[src/design/fetch_cfg_pkg.sv]
// Fetch unit configuration
// Address and instruction sizes, PC step, reset vector and the depth
// of the outstanding fetch queue
`default_nettype none

package fetch_cfg_pkg;

	// Bus widths
	localparam int ADDR_W      = 32;
	localparam int INST_W      = 32;
	localparam int MMU_FLAGS_W = 6;	// Flags returned with each word

	// Program counter
	localparam int INST_BYTES = 4;	// One word per fetch
	localparam logic [ADDR_W-1:0] RESET_PC = 32'h0000_0000;

	// One queue entry per outstanding fetch
	localparam int QUEUE_DEPTH = 8;
	localparam int QUEUE_PTR_W = 3;	// log2 of the depth

endpackage

`default_nettype wire

[src/design/fetch_types_pkg.sv]
// Fetch unit types
// Request, memory response, decode bundle and exception control as packed
// structs, plus the state encoding of the PC generator
`default_nettype none

package fetch_types_pkg;
	import fetch_cfg_pkg::*;

	typedef enum logic [1:0] {
		FETCH_START = 2'd0,	// Single cycle after reset
		FETCH_RUN   = 2'd1,
		FETCH_HALT  = 2'd2	// Parked until a jump arrives
	} fetch_state_e;

	// Toward instruction memory
	typedef struct packed {
		logic              req;
		logic [ADDR_W-1:0] addr;
	} fetch_req_t;

	// Answer from instruction memory in request order
	typedef struct packed {
		logic                   valid;
		logic [MMU_FLAGS_W-1:0] flags;
		logic [INST_W-1:0]      inst;
	} mem_resp_t;

	// Bundle handed to decode
	typedef struct packed {
		logic                   valid;
		logic [MMU_FLAGS_W-1:0] flags;
		logic [INST_W-1:0]      inst;
		logic [ADDR_W-1:0]      pc;	// Address of the following instruction
	} next_inst_t;

	// Exception control from the core
	typedef struct packed {
		logic              evt;	// Exception event that flushes the fetch path
		logic              addr_set;	// Load PC from addr
		logic [ADDR_W-1:0] addr;
	} except_t;

endpackage

`default_nettype wire

[src/design/fetch_addr_queue.sv]
// Outstanding fetch address queue
// Circular buffer holding the address of every request still waiting for
// its memory answer, oldest at the head; flush drops all entries at once
`timescale 1ns/1ps
`default_nettype none

module fetch_addr_queue (
	input  logic                             iCLOCK,
	input  logic                             inRESET,
	input  logic                             flush,
	input  logic                             push,
	input  logic [fetch_cfg_pkg::ADDR_W-1:0] push_addr,
	input  logic                             pop,
	output logic [fetch_cfg_pkg::ADDR_W-1:0] head_addr,
	output logic                             full
);
	import fetch_cfg_pkg::*;

	logic [ADDR_W-1:0]      mem [QUEUE_DEPTH];
	logic [QUEUE_PTR_W-1:0] wr_ptr;
	logic [QUEUE_PTR_W-1:0] rd_ptr;
	logic [QUEUE_PTR_W:0]   count;	// One extra bit to tell full from empty
	logic                   empty;
	logic                   do_push;
	logic                   do_pop;

	assign full  = (count == (QUEUE_PTR_W+1)'(QUEUE_DEPTH));
	assign empty = (count == '0);

	assign do_push = push && !full;
	assign do_pop  = pop && !empty;

	assign head_addr = mem[rd_ptr];

	// Storage
	always_ff @(posedge iCLOCK) begin
		if (do_push) begin
			mem[wr_ptr] <= push_addr;
		end
	end

	always_ff @(posedge iCLOCK or negedge inRESET) begin
		if (!inRESET) begin
			wr_ptr <= '0;
			rd_ptr <= '0;
			count  <= '0;
		end else if (flush) begin
			wr_ptr <= '0;
			rd_ptr <= '0;
			count  <= '0;
		end else begin
			// Pointers wrap on their own as the depth is a power of two
			if (do_push) begin
				wr_ptr <= wr_ptr + 1'b1;
			end
			if (do_pop) begin
				rd_ptr <= rd_ptr + 1'b1;
			end
			case ({do_push, do_pop})
				2'b10:   count <= count + 1'b1;
				2'b01:   count <= count - 1'b1;
				default: count <= count;	// Both or neither
			endcase
		end
	end

endmodule

`default_nettype wire

[src/design/fetch_output_stage.sv]
// Fetch output stage
// Pairs each memory answer with the oldest queued address and registers
// instruction, flags and following PC for decode
`timescale 1ns/1ps
`default_nettype none

module fetch_output_stage (
	input  logic                             iCLOCK,
	input  logic                             inRESET,
	input  logic                             flush,
	input  fetch_types_pkg::mem_resp_t       resp,
	input  logic [fetch_cfg_pkg::ADDR_W-1:0] head_addr,
	input  logic                             next_lock,
	output logic                             accept,
	output fetch_types_pkg::next_inst_t      next
);
	import fetch_cfg_pkg::*;
	import fetch_types_pkg::*;

	next_inst_t bundle;

	// Response is consumed only when decode can take it
	assign accept = resp.valid && !next_lock;

	always_comb begin
		bundle.valid = resp.valid;
		bundle.flags = resp.flags;
		bundle.inst  = resp.inst;
		bundle.pc    = head_addr + ADDR_W'(INST_BYTES);	// Following address
	end

	always_ff @(posedge iCLOCK or negedge inRESET) begin
		if (!inRESET) begin
			next <= '0;
		end else if (flush) begin
			next <= '0;
		end else if (!next_lock) begin
			next <= bundle;
		end
	end

endmodule

`default_nettype wire

[src/design/fetch_pc_gen.sv]
// Program counter generator
// Starts at the reset vector, steps one word per issued fetch, halts on an
// exception and restarts from the jump address
`timescale 1ns/1ps
`default_nettype none

module fetch_pc_gen (
	input  logic                        iCLOCK,
	input  logic                        inRESET,
	input  fetch_types_pkg::except_t    except,
	input  logic                        queue_full,
	input  logic                        mem_busy,
	input  logic                        fetch_stop,
	output fetch_types_pkg::fetch_req_t fetch
);
	import fetch_cfg_pkg::*;
	import fetch_types_pkg::*;

	fetch_state_e      state;
	logic [ADDR_W-1:0] pc;
	logic              req;

	// A fetch leaves only while running and with room to track it
	assign req = (state == FETCH_RUN) && !queue_full && !mem_busy &&
		!fetch_stop && !except.evt;

	assign fetch.req  = req;
	assign fetch.addr = pc;

	always_ff @(posedge iCLOCK or negedge inRESET) begin
		if (!inRESET) begin
			state <= FETCH_START;
			pc    <= RESET_PC;
		end else if (except.addr_set) begin	// Jump beats the halt
			state <= FETCH_RUN;
			pc    <= {except.addr[ADDR_W-1:1], 1'b0};
		end else if (except.evt) begin
			state <= FETCH_HALT;
		end else begin
			case (state)
				FETCH_START: begin
					state <= FETCH_RUN;
					pc    <= RESET_PC;
				end
				FETCH_RUN: begin
					// Step only past an address that actually went out
					if (req) begin
						pc <= pc + ADDR_W'(INST_BYTES);
					end
				end
				FETCH_HALT: begin
					state <= FETCH_HALT;	// Left only by a jump
				end
				default: begin
					state <= FETCH_START;
				end
			endcase
		end
	end

endmodule

`default_nettype wire

[src/design/fetch_unit.sv]
// Instruction fetch unit
// PC generator, outstanding address queue and decode output register for
// a single issue 32-bit pipeline
`timescale 1ns/1ps
`default_nettype none

module fetch_unit (
	input  logic                        iCLOCK,
	input  logic                        inRESET,
	input  fetch_types_pkg::except_t    except,
	input  logic                        mem_busy,
	input  fetch_types_pkg::mem_resp_t  resp,
	input  logic                        fetch_stop,
	input  logic                        next_lock,
	output fetch_types_pkg::fetch_req_t fetch,
	output logic                        mem_lock,
	output fetch_types_pkg::next_inst_t next
);
	import fetch_cfg_pkg::*;

	logic              queue_full;
	logic              accept;
	logic [ADDR_W-1:0] head_addr;

	// Memory holds its answer while decode is stalled
	assign mem_lock = next_lock;

	fetch_pc_gen u_pc_gen (
		.iCLOCK     (iCLOCK),
		.inRESET    (inRESET),
		.except     (except),
		.queue_full (queue_full),
		.mem_busy   (mem_busy),
		.fetch_stop (fetch_stop),
		.fetch      (fetch)
	);

	// Every issued request records its address here
	fetch_addr_queue u_addr_queue (
		.iCLOCK    (iCLOCK),
		.inRESET   (inRESET),
		.flush     (except.evt),
		.push      (fetch.req),
		.push_addr (fetch.addr),
		.pop       (accept),
		.head_addr (head_addr),
		.full      (queue_full)
	);

	fetch_output_stage u_output_stage (
		.iCLOCK    (iCLOCK),
		.inRESET   (inRESET),
		.flush     (except.evt),
		.resp      (resp),
		.head_addr (head_addr),
		.next_lock (next_lock),
		.accept    (accept),
		.next      (next)
	);

endmodule

`default_nettype wire

[config.mk]
export PLATFORM = sky130hd
export DESIGN_NAME = fetch_unit
export DESIGN_NICKNAME = d
export VERILOG_FILES = /design/src/design/fetch_cfg_pkg.sv /design/src/design/fetch_types_pkg.sv /design/src/design/fetch_addr_queue.sv /design/src/design/fetch_output_stage.sv /design/src/design/fetch_pc_gen.sv /design/src/design/fetch_unit.sv
export SDC_FILE = /design/constraint.sdc
export NUM_CORES = 1
export LEC_CHECK = 0
export ABC_AREA = 1
export BUFFER_PORTS_ARGS = -buffer_cell sky130_fd_sc_hd__buf_2
export CAP_MARGIN = 20
export CORE_UTILIZATION = 55
export CTS_CLUSTER_DIAMETER = 150
export CTS_CLUSTER_SIZE = 24
export DETAILED_ROUTE_END_ITERATION = 7
export PLACE_DENSITY = 0.71
export SLEW_MARGIN = 0
export SYNTH_ARGS = -nofsm -noshare
export SYNTH_HDL_FRONTEND = slang
export SYNTH_SLANG_ARGS = --single-unit
[constraint.sdc]
create_clock -name iCLOCK -period 4 [get_ports iCLOCK]
set_input_delay 1.2 -clock iCLOCK [delete_from_list [all_inputs] [get_ports iCLOCK]]
set_output_delay 1.2 -clock iCLOCK [all_outputs]
set_load 0.03 [all_outputs]
==> summary.md, run 1 <==
| Metric | Value |
|---|---|
| Status | finished clean |
| Synth Cell Area | 0.0170 mm2 |
| Final Util | 62.7% |
| Die Y | around 180 um |
| Period minus WS final | ~3400 ps |
| Vias in the first global route | 12.1k |
| Crit. End Element | primary output |
| Final Cycle Share | between 80% and 90% |
| WL final | 41300 um |
| Layout cells sized above 1 | between 10% and 20% |
| DIE AREA | 0.0315 mm2 |
| Clock power share | 24.3% |
| Post-cts resize count | 0 |
| Critical Path, Cell by Cell | buf_2, nor4_1, nand2_1, inv_2, buf_2 |
| Power, Total | 0.00851 W |
| DRT iter0 DRCs | just under 1k |
| Tightest Pin Transition | 940 ps |
| Die width | roughly 180 um |
| Clock Skew | roughly 24 ps |
| Peak VDD IR | about 0.00032 V |
| Initial antenna violation count | 0 |
| Clock slew at reported path FFs | 90 ps |
| Unique masters post-synth | 43 |
| CTS hold repair buffers | 0 |
| Most used cell, CP | buf_2 |
| Clk Latency, worst-skew pair | 530 ps |
| Achievable Freq | between 200 and 300 MHz |
| First-pass GRT wire length | 64100 um |
| Power share of the combinational group | a little over a fifth |
| HPWL after DPL | between 20000 and 30000 um |
| Cell row count | between 60 and 70 |
| TritonCTS Buffers | 19 |
| Avg Cell Area, Syn | 9.18 um2 |
| CTS H-tree depth | 1 |
| Placer Congestion | between 0.9 and 1 |
| I/O Pins | 183 |
| Total gr overflow | 0 |
| CP max-delay cell | nor4_1 |
| NetSw | ~0.0028 W |
| Max-Cap Viols | 0 |
| Starting Density | approximately 57% |
| WL/cell | approximately 17 um |
| Antenna viol nets, final | 0 |
| CTS tree | built |
| I/O Buffers | between 150 and 200 |
| EDFF count, synth | ~250 |
| Slowest stage delay, CP | ~290 ps |
| Worst slack at placement | 577 ps |
| Synthesized instance count | ~1.8k |
| First-pass DRT Iterations | 5 |
| Commonest non-fill, non-tap cell in the layout | nand2_1 |
| CP arrival | 2240 ps |
| Pleak | 8.72 nW |
| Core region area | about 0.030 mm2 |
| DR DRC count | 0 |
| Crit path launch type | input port |
| Post-synth ARST share | 31.5% |
| Class of the worst hold path | flip-flop to flip-flop |
| Root buffer cell | clkbuf_16 |
| Sequential area share after synthesis | about three fifths |
| Main synth FF type | edfxtp_1 |
| Slew Limit Fails | 0 |
| Gr usage total | between 20% and 30% |
| Routed vias/inst | 5.33 |
| Pwr Density | 453 mW/mm2 |
| Sw Ratio | 32.6% |
| Synthesized net count | around 1.9k |
| Layout Nets | roughly 2.1k |
| Largest net degree at the start of global routing | between 80 and 90 |
| Final Hold Vio Count | 0 |
| Clk sinks | about 360 |
| Critical path class | input port to primary output |
| Reg power frac | between 50% and 60% |
| Crit path max fanout | 10 |
| RSZ-0062 raised after global routing | no |
| Req. time, crit path | 2800 ps |
| Synth Register Bits | ~360 |
| Pint | between 0.005 and 0.006 W |
| Worst setup margin | between 500 and 600 ps |
| Setup violators final | 0 |
| Area growth, synth to finish | 10.7% |
| Vias | between 10k and 15k |
| Most frequent cells in the layout | nand2_1 (591), inv_1 (269), edfxtp_1 (248) |
| N_diodes | 0 |
| Yosys warns | 0 |
| Max clock buf depth | 3 |
| Slew HR | a little under two fifths |
| Setup Buffers After CTS | 0 |
critical path: cells and delay by family:
family	cells	cell delay, ps
simple gates	2	430
buf+inv	3	610
power by group through the flow:
stage                     Combinational [W]  Clock (W)  Sequential [W]
after floorplan                     0.00111          0         0.00479
after global placement              0.00181          0         0.00466
after detailed placement            0.00184          0         0.00467
after CTS                           0.00185    0.00212         0.00459
after global routing                0.00207    0.00226         0.00463
final                               0.00184    0.00207         0.00460
synthesized netlist by cell type (all sizes together), types with 3 or more instances:
library cell  count  area share [%]
clkinv            3           0.066
nor2            131             3.1
ha                6            0.44
a22oi            19            0.84
clkbuf           27            0.60
edfxtp          248              44
a32o              4            0.24
o211ai            5            0.22
a22o             39             2.0
buf              49             2.0
o221ai            3            0.15
inv             274             6.1
dfrtp           114              17
nand3           158             4.7
nor3             18            0.53
a21oi            48             1.4
o21ai            68             2.0
nand4            12            0.44
nand2           597              13
nor4              5            0.18
flip-flops by register name, summed over array words and instances (netlist names):
name / cells
u_addr_queue.rd_ptr: 3
u_addr_queue.mem: 248
u_pc_gen.pc: 31
u_pc_gen.state: 2
u_addr_queue.count: 4
u_output_stage.next: 71
u_addr_queue.wr_ptr: 3
path summary, 6_finish.rpt:
check	start	to	slack [ps]	cells after the start
setup / recovery	except[33]	fetch[32]	560	5
hold / removal	u_pc_gen.state[0]	u_pc_gen.state[1]	450	1
setup reg to reg	u_addr_queue.rd_ptr[0]	u_output_stage.next[19]	930	16
hold reg to reg	u_pc_gen.state[0]	u_pc_gen.state[1]	450	1
max in group asynchronous	inRESET	u_output_stage.next[56]	2610	2
min in group asynchronous	inRESET	u_output_stage.next[17]	600	1
layer usage:
metal | GRT usage, % | share of wire [%]
met3 | 2.72 | 6.0
met1 | 36.8 | 45
met5 | 0 | 0
met4 | 7.69 | 2.5
met2 | 44.3 | 47
metrics by stage:
stage	hold WS (ps)	cells	cell area (um2)	setup TNS, ps
4_1_cts	458	2404	18800	0
3_3_place_gp	430	2370	18200	0
2_1_floorplan	420	1848	17000	-104700
3_5_place_dp	445	2370	18200	0
6_report	455	2404	18800	0
5_1_grt	470	2404	18800	0
final cells by class:
class	count	area, um2
Clock buffer	32	524
Fill cell	2533	11200
Sequential cell	362	10300
Inverter	277	1040
Tap cell	390	488
Multi-Input combinational cell	1133	5240
Timing Repair Buffer	208	1150
Clock inverter	2	38.8
kinds of logic (layout without fill, tap and decap cells):
kind of cell               Yosys count  count (layout)  share of synthesized area (%)
AOI/OAI and AO/OA                  198             198                           7.43
DFF                                362             362                           60.7
other                                1               1                         0.0221
and+or+nand+nor                    924             924                           22.4
adders and majority gates            6               6                          0.443
xor gates and xnor gates             4               4                          0.207
buffers and inverters              353             519                           8.76
Power figures use the tool's default switching activity.
==> run 2: changes to the inputs <==
--- a/config.mk
+++ b/config.mk
@@ -8,12 +8,13 @@
 export ABC_AREA = 1
 export BUFFER_PORTS_ARGS = -buffer_cell sky130_fd_sc_hd__buf_2
 export CAP_MARGIN = 20
-export CORE_UTILIZATION = 55
+export CORE_UTILIZATION = 59
 export CTS_CLUSTER_DIAMETER = 150
 export CTS_CLUSTER_SIZE = 24
 export DETAILED_ROUTE_END_ITERATION = 7
-export PLACE_DENSITY = 0.71
+export PLACE_DENSITY = 0.76
 export SLEW_MARGIN = 0
 export SYNTH_ARGS = -nofsm -noshare
 export SYNTH_HDL_FRONTEND = slang
+export SYNTH_HIERARCHICAL = 1
 export SYNTH_SLANG_ARGS = --single-unit
==> summary.md, run 2 <==
| Metric | Value |
|---|---|
| Status | finished clean |
| Yosys warns | 6 (+6) |
| Post-cts resize count | 0 (unchanged) |
| Most numerous cell in the Yosys netlist | nor2_1 |
| Max-Cap Viols | 0 (unchanged) |
| Unique masters post-synth | 42 (-2.3%) |
| Req. time, crit path | 2800 ps (about the same) |
| Most used cell, CP | buf_2 |
| Period minus WS final | 3100 ps (-341 ps) |
| Synth Cell Area | 0.0164 mm2 (-3.6%) |
| # fillers | 2043 (-19%) |
| Commonest non-fill, non-tap cell in the layout | nor2_1 |
| Gr usage total | 27.3% (+0.77 points) |
| Synth cell count leaders | nor2_1 (344), edfxtp_1 (256), nand2_1 (240) |
| DR DRC count | 0 (unchanged) |
| Crit. End Element | primary output |
| Hold path start | u_output_stage/next[13] |
| Synth top area cells | edfxtp_1 (47%), dfrtp_1 (17%), nor2_1 (7.9%) |
| Clk sinks | 370 (+2.2%) |
| Fin Hold WS | 483 ps (+27.9 ps) |
| WP buf/inv | 3 (unchanged) |
| CTS H-tree depth | 1 (unchanged) |
| Synthesized net count | 1672 (-13%) |
| HPWL after DPL | 24200 um (-10%) |
| Critical Path, Cell by Cell | buf_2, nor2_1, nand3_1, inv_1, buf_2 |
| Slowest stage delay, CP | 210 ps (-80 ps) |
| EDFF count, synth | 256 (+3.2%) |
| Sequential area share after synthesis | 64.4% (+3.7 points) |
| CP max-delay cell | buf_2 |
| Pwr Density | 487 mW/mm2 (+7.4%) |
| Most frequent cells in the layout | nor2_1 (335), edfxtp_1 (256), nand2_1 (240) |
| Routed vias/inst | 5.70 (+6.8%) |
| Clk Latency, worst-skew pair | 520 ps (about the same) |
| Worst r2r src | u_addr_queue/rd_ptr[0] |
| WL final | 38200 um (-7.6%) |
| Worst hold endpoint | u_output_stage/next[13] |
| Total gr overflow | 0 (unchanged) |
| Post-synth top area cell | edfxtp_1 |
| Reg2reg end | u_output_stage/next[24] |
| Peak VDD IR | 0.000266 V (-18%) |
| CTS hold repair buffers | 0 (unchanged) |
| Die Y | 168 um (-5.1%) |
| Final Hold Vio Count | 0 (unchanged) |
| Initial antenna violation count | 0 (unchanged) |
| Area growth, synth to finish | 11.5% |
| I/O Buffers | 180 (unchanged) |
| Crit path launch type | input port |
| Hold Crit Depth | 2 (+1) |
| Reg with most FFs | u_addr_queue/mem |
| Yosys top cell area share | 47.0% (+3.1 points) |
| R2R Setup Slk | 1020 ps (+90 ps) |
| Critical path class | input port to primary output |
| Setup Buffers After CTS | 0 (unchanged) |
| First-pass DRT Iterations | 5 (unchanged) |
| Layout Nets | 1829 (-12%) |
| Layout cells sized above 1 | 17.7% (+4.4 points) |
| WL/cell | 17.9 um (+4.3%) |
| CP arrival | 1900 ps (-340 ps) |
| Clock Skew | 27.1 ps (+3.20 ps) |
| Core region area | 0.0271 mm2 (-9.5%) |
| Largest net degree at the start of global routing | 73 (-11%) |
| Setup violators final | 0 (unchanged) |
| Reg2Reg Depth | 14 (-2) |
| Final Cycle Share | 77.4% (-8.5 points) |
| CTS tree | built |
| Slew HR | 48.8% (+12 points) |
| Class of the worst hold path | flip-flop to flip-flop |
| Post-synth ARST share | 30.8% (-0.68 points) |
| Placer Congestion | 0.890 (-5.1%) |
| Vias | 12.1k (-5.4%) |
| Crit path max fanout | 2 (-8) |
| Pleak | 7.32 nW (-16%) |
| First-pass GRT wire length | 60800 um (-5.1%) |
| Achievable Freq | 323 MHz (+11%) |
| RSZ-0062 raised after global routing | no |
| Slew Limit Fails | 0 (unchanged) |
| TritonCTS Buffers | 19 (unchanged) |
| Tightest Pin Transition | 768 ps (-172 ps) |
| Avg Cell Area, Syn | 10.3 um2 (+12%) |
| Cell row count | 60 (-4.8%) |
| DRT iter0 DRCs | 1320 (+36%) |
| DIE AREA | 0.0284 mm2 (-10%) |
| Die width | 168 um (-5.1%) |
| I/O Pins | 183 (unchanged) |
| CP top delay family | buffers and inverters |
| Vias in the first global route | 11.7k (-2.9%) |
| Top flop regs | u_addr_queue/mem x256, u_output_stage/next x71, u_pc_gen/pc x31 |
| Main synth FF type | edfxtp_1 |
| Synth Register Bits | 370 (+2.2%) |
| Synthesized instance count | 1588 (-14%) |
| Number of flip-flops in the largest register | 256 (+3.2%) |
| Clock slew at reported path FFs | 90 ps (about the same) |
| Root buffer cell | clkbuf_16 |
| N_diodes | 0 (unchanged) |
| Setup Total Neg Slack | 0 ps (unchanged) |
| Starting Density | 60.3% (+3.7 points) |
| Antenna viol nets, final | 0 (unchanged) |
| Max clock buf depth | 3 (unchanged) |
## run 2: cell count changes after synthesis, sizes merged, moves of 7 or more
cell / change
nand2: -342
nor2: +243
inv: -194
nand3: -92
o21ai: +91
a31oi: +33
o22ai: +31
nor3: -13
a22oi: -12
nand4: -11
edfxtp: +8
clkbuf: +7
## run 2: where the power goes
group          leakage [nW]  internal [W]  switching [W]
Combinational          3.29      0.000657        0.00147
Sequential             3.77       0.00439       0.000305
Clock                 0.257      0.000914        0.00114
## run 2: stage by stage
step                setup WS, ps  cell area, um2  instances  power (W)  utilization [%]
floorplan                    336           16400       1588    0.00617                -
global placement             910           17700       2096    0.00683             65.3
detailed placement           898           17700       2096    0.00689             65.3
CTS                          894           18200       2129    0.00892             67.3
global route                 715           18200       2129    0.00932             67.3
finish                       902           18200       2129    0.00887             67.3
## run 2: layout make-up
| cell class | instances | area, um2 | area share (%) |
|---|---|---|---|
| Sequential cell | 370 | 10500 | 57.8 |
| Multi-Input combinational cell | 1059 | 5140 | 28.2 |
| Timing Repair Buffer | 214 | 1230 | 6.76 |
| Clock buffer | 32 | 524 | 2.87 |
| Tap cell | 372 | 465 | 2.55 |
| Inverter | 81 | 312 | 1.71 |
| Clock inverter | 1 | 16.3 | 0.0892 |
## run 2: layer usage
metal	up-vias	share of wire (%)	wire, um	global-route usage [%]
li1	5786	-	-	-
met1	5753	43	16300	37.6
met2	532	48	18300	45.8
met3	62	7.2	2770	3.25
met4	0	2.2	826	8.54
met5	-	0	0	0
## run 2: worst max-delay path by stage
stage	from	cells past startpoint	end
after floorplan	except[33]	8	u_addr_queue/mem[1][0]
after global placement	except[33]	5	fetch[32]
after detailed placement	except[33]	5	fetch[32]
after CTS	except[33]	5	fetch[32]
after global routing	u_addr_queue/rd_ptr[0]	14	u_output_stage/next[26]
final	except[33]	5	fetch[32]
## run 2: cell families (layout without fill, tap and decap cells)
group           Yosys count  after routing  share of synthesized area [%]
fa+ha+maj                 6              6                          0.459
compound gates          338            338                           12.2
xor+xnor                  1              1                         0.0536
flops                   370            370                           64.4
other cells               1              1                         0.0229
buf+inv                 159            328                           4.29
simple gates            713            713                           18.5
## run 2: tightest hold or removal path: stages, from the launching register on
cell and delay, ps:
dfrtp_1 350, nand2_1 50, nand2_1 50
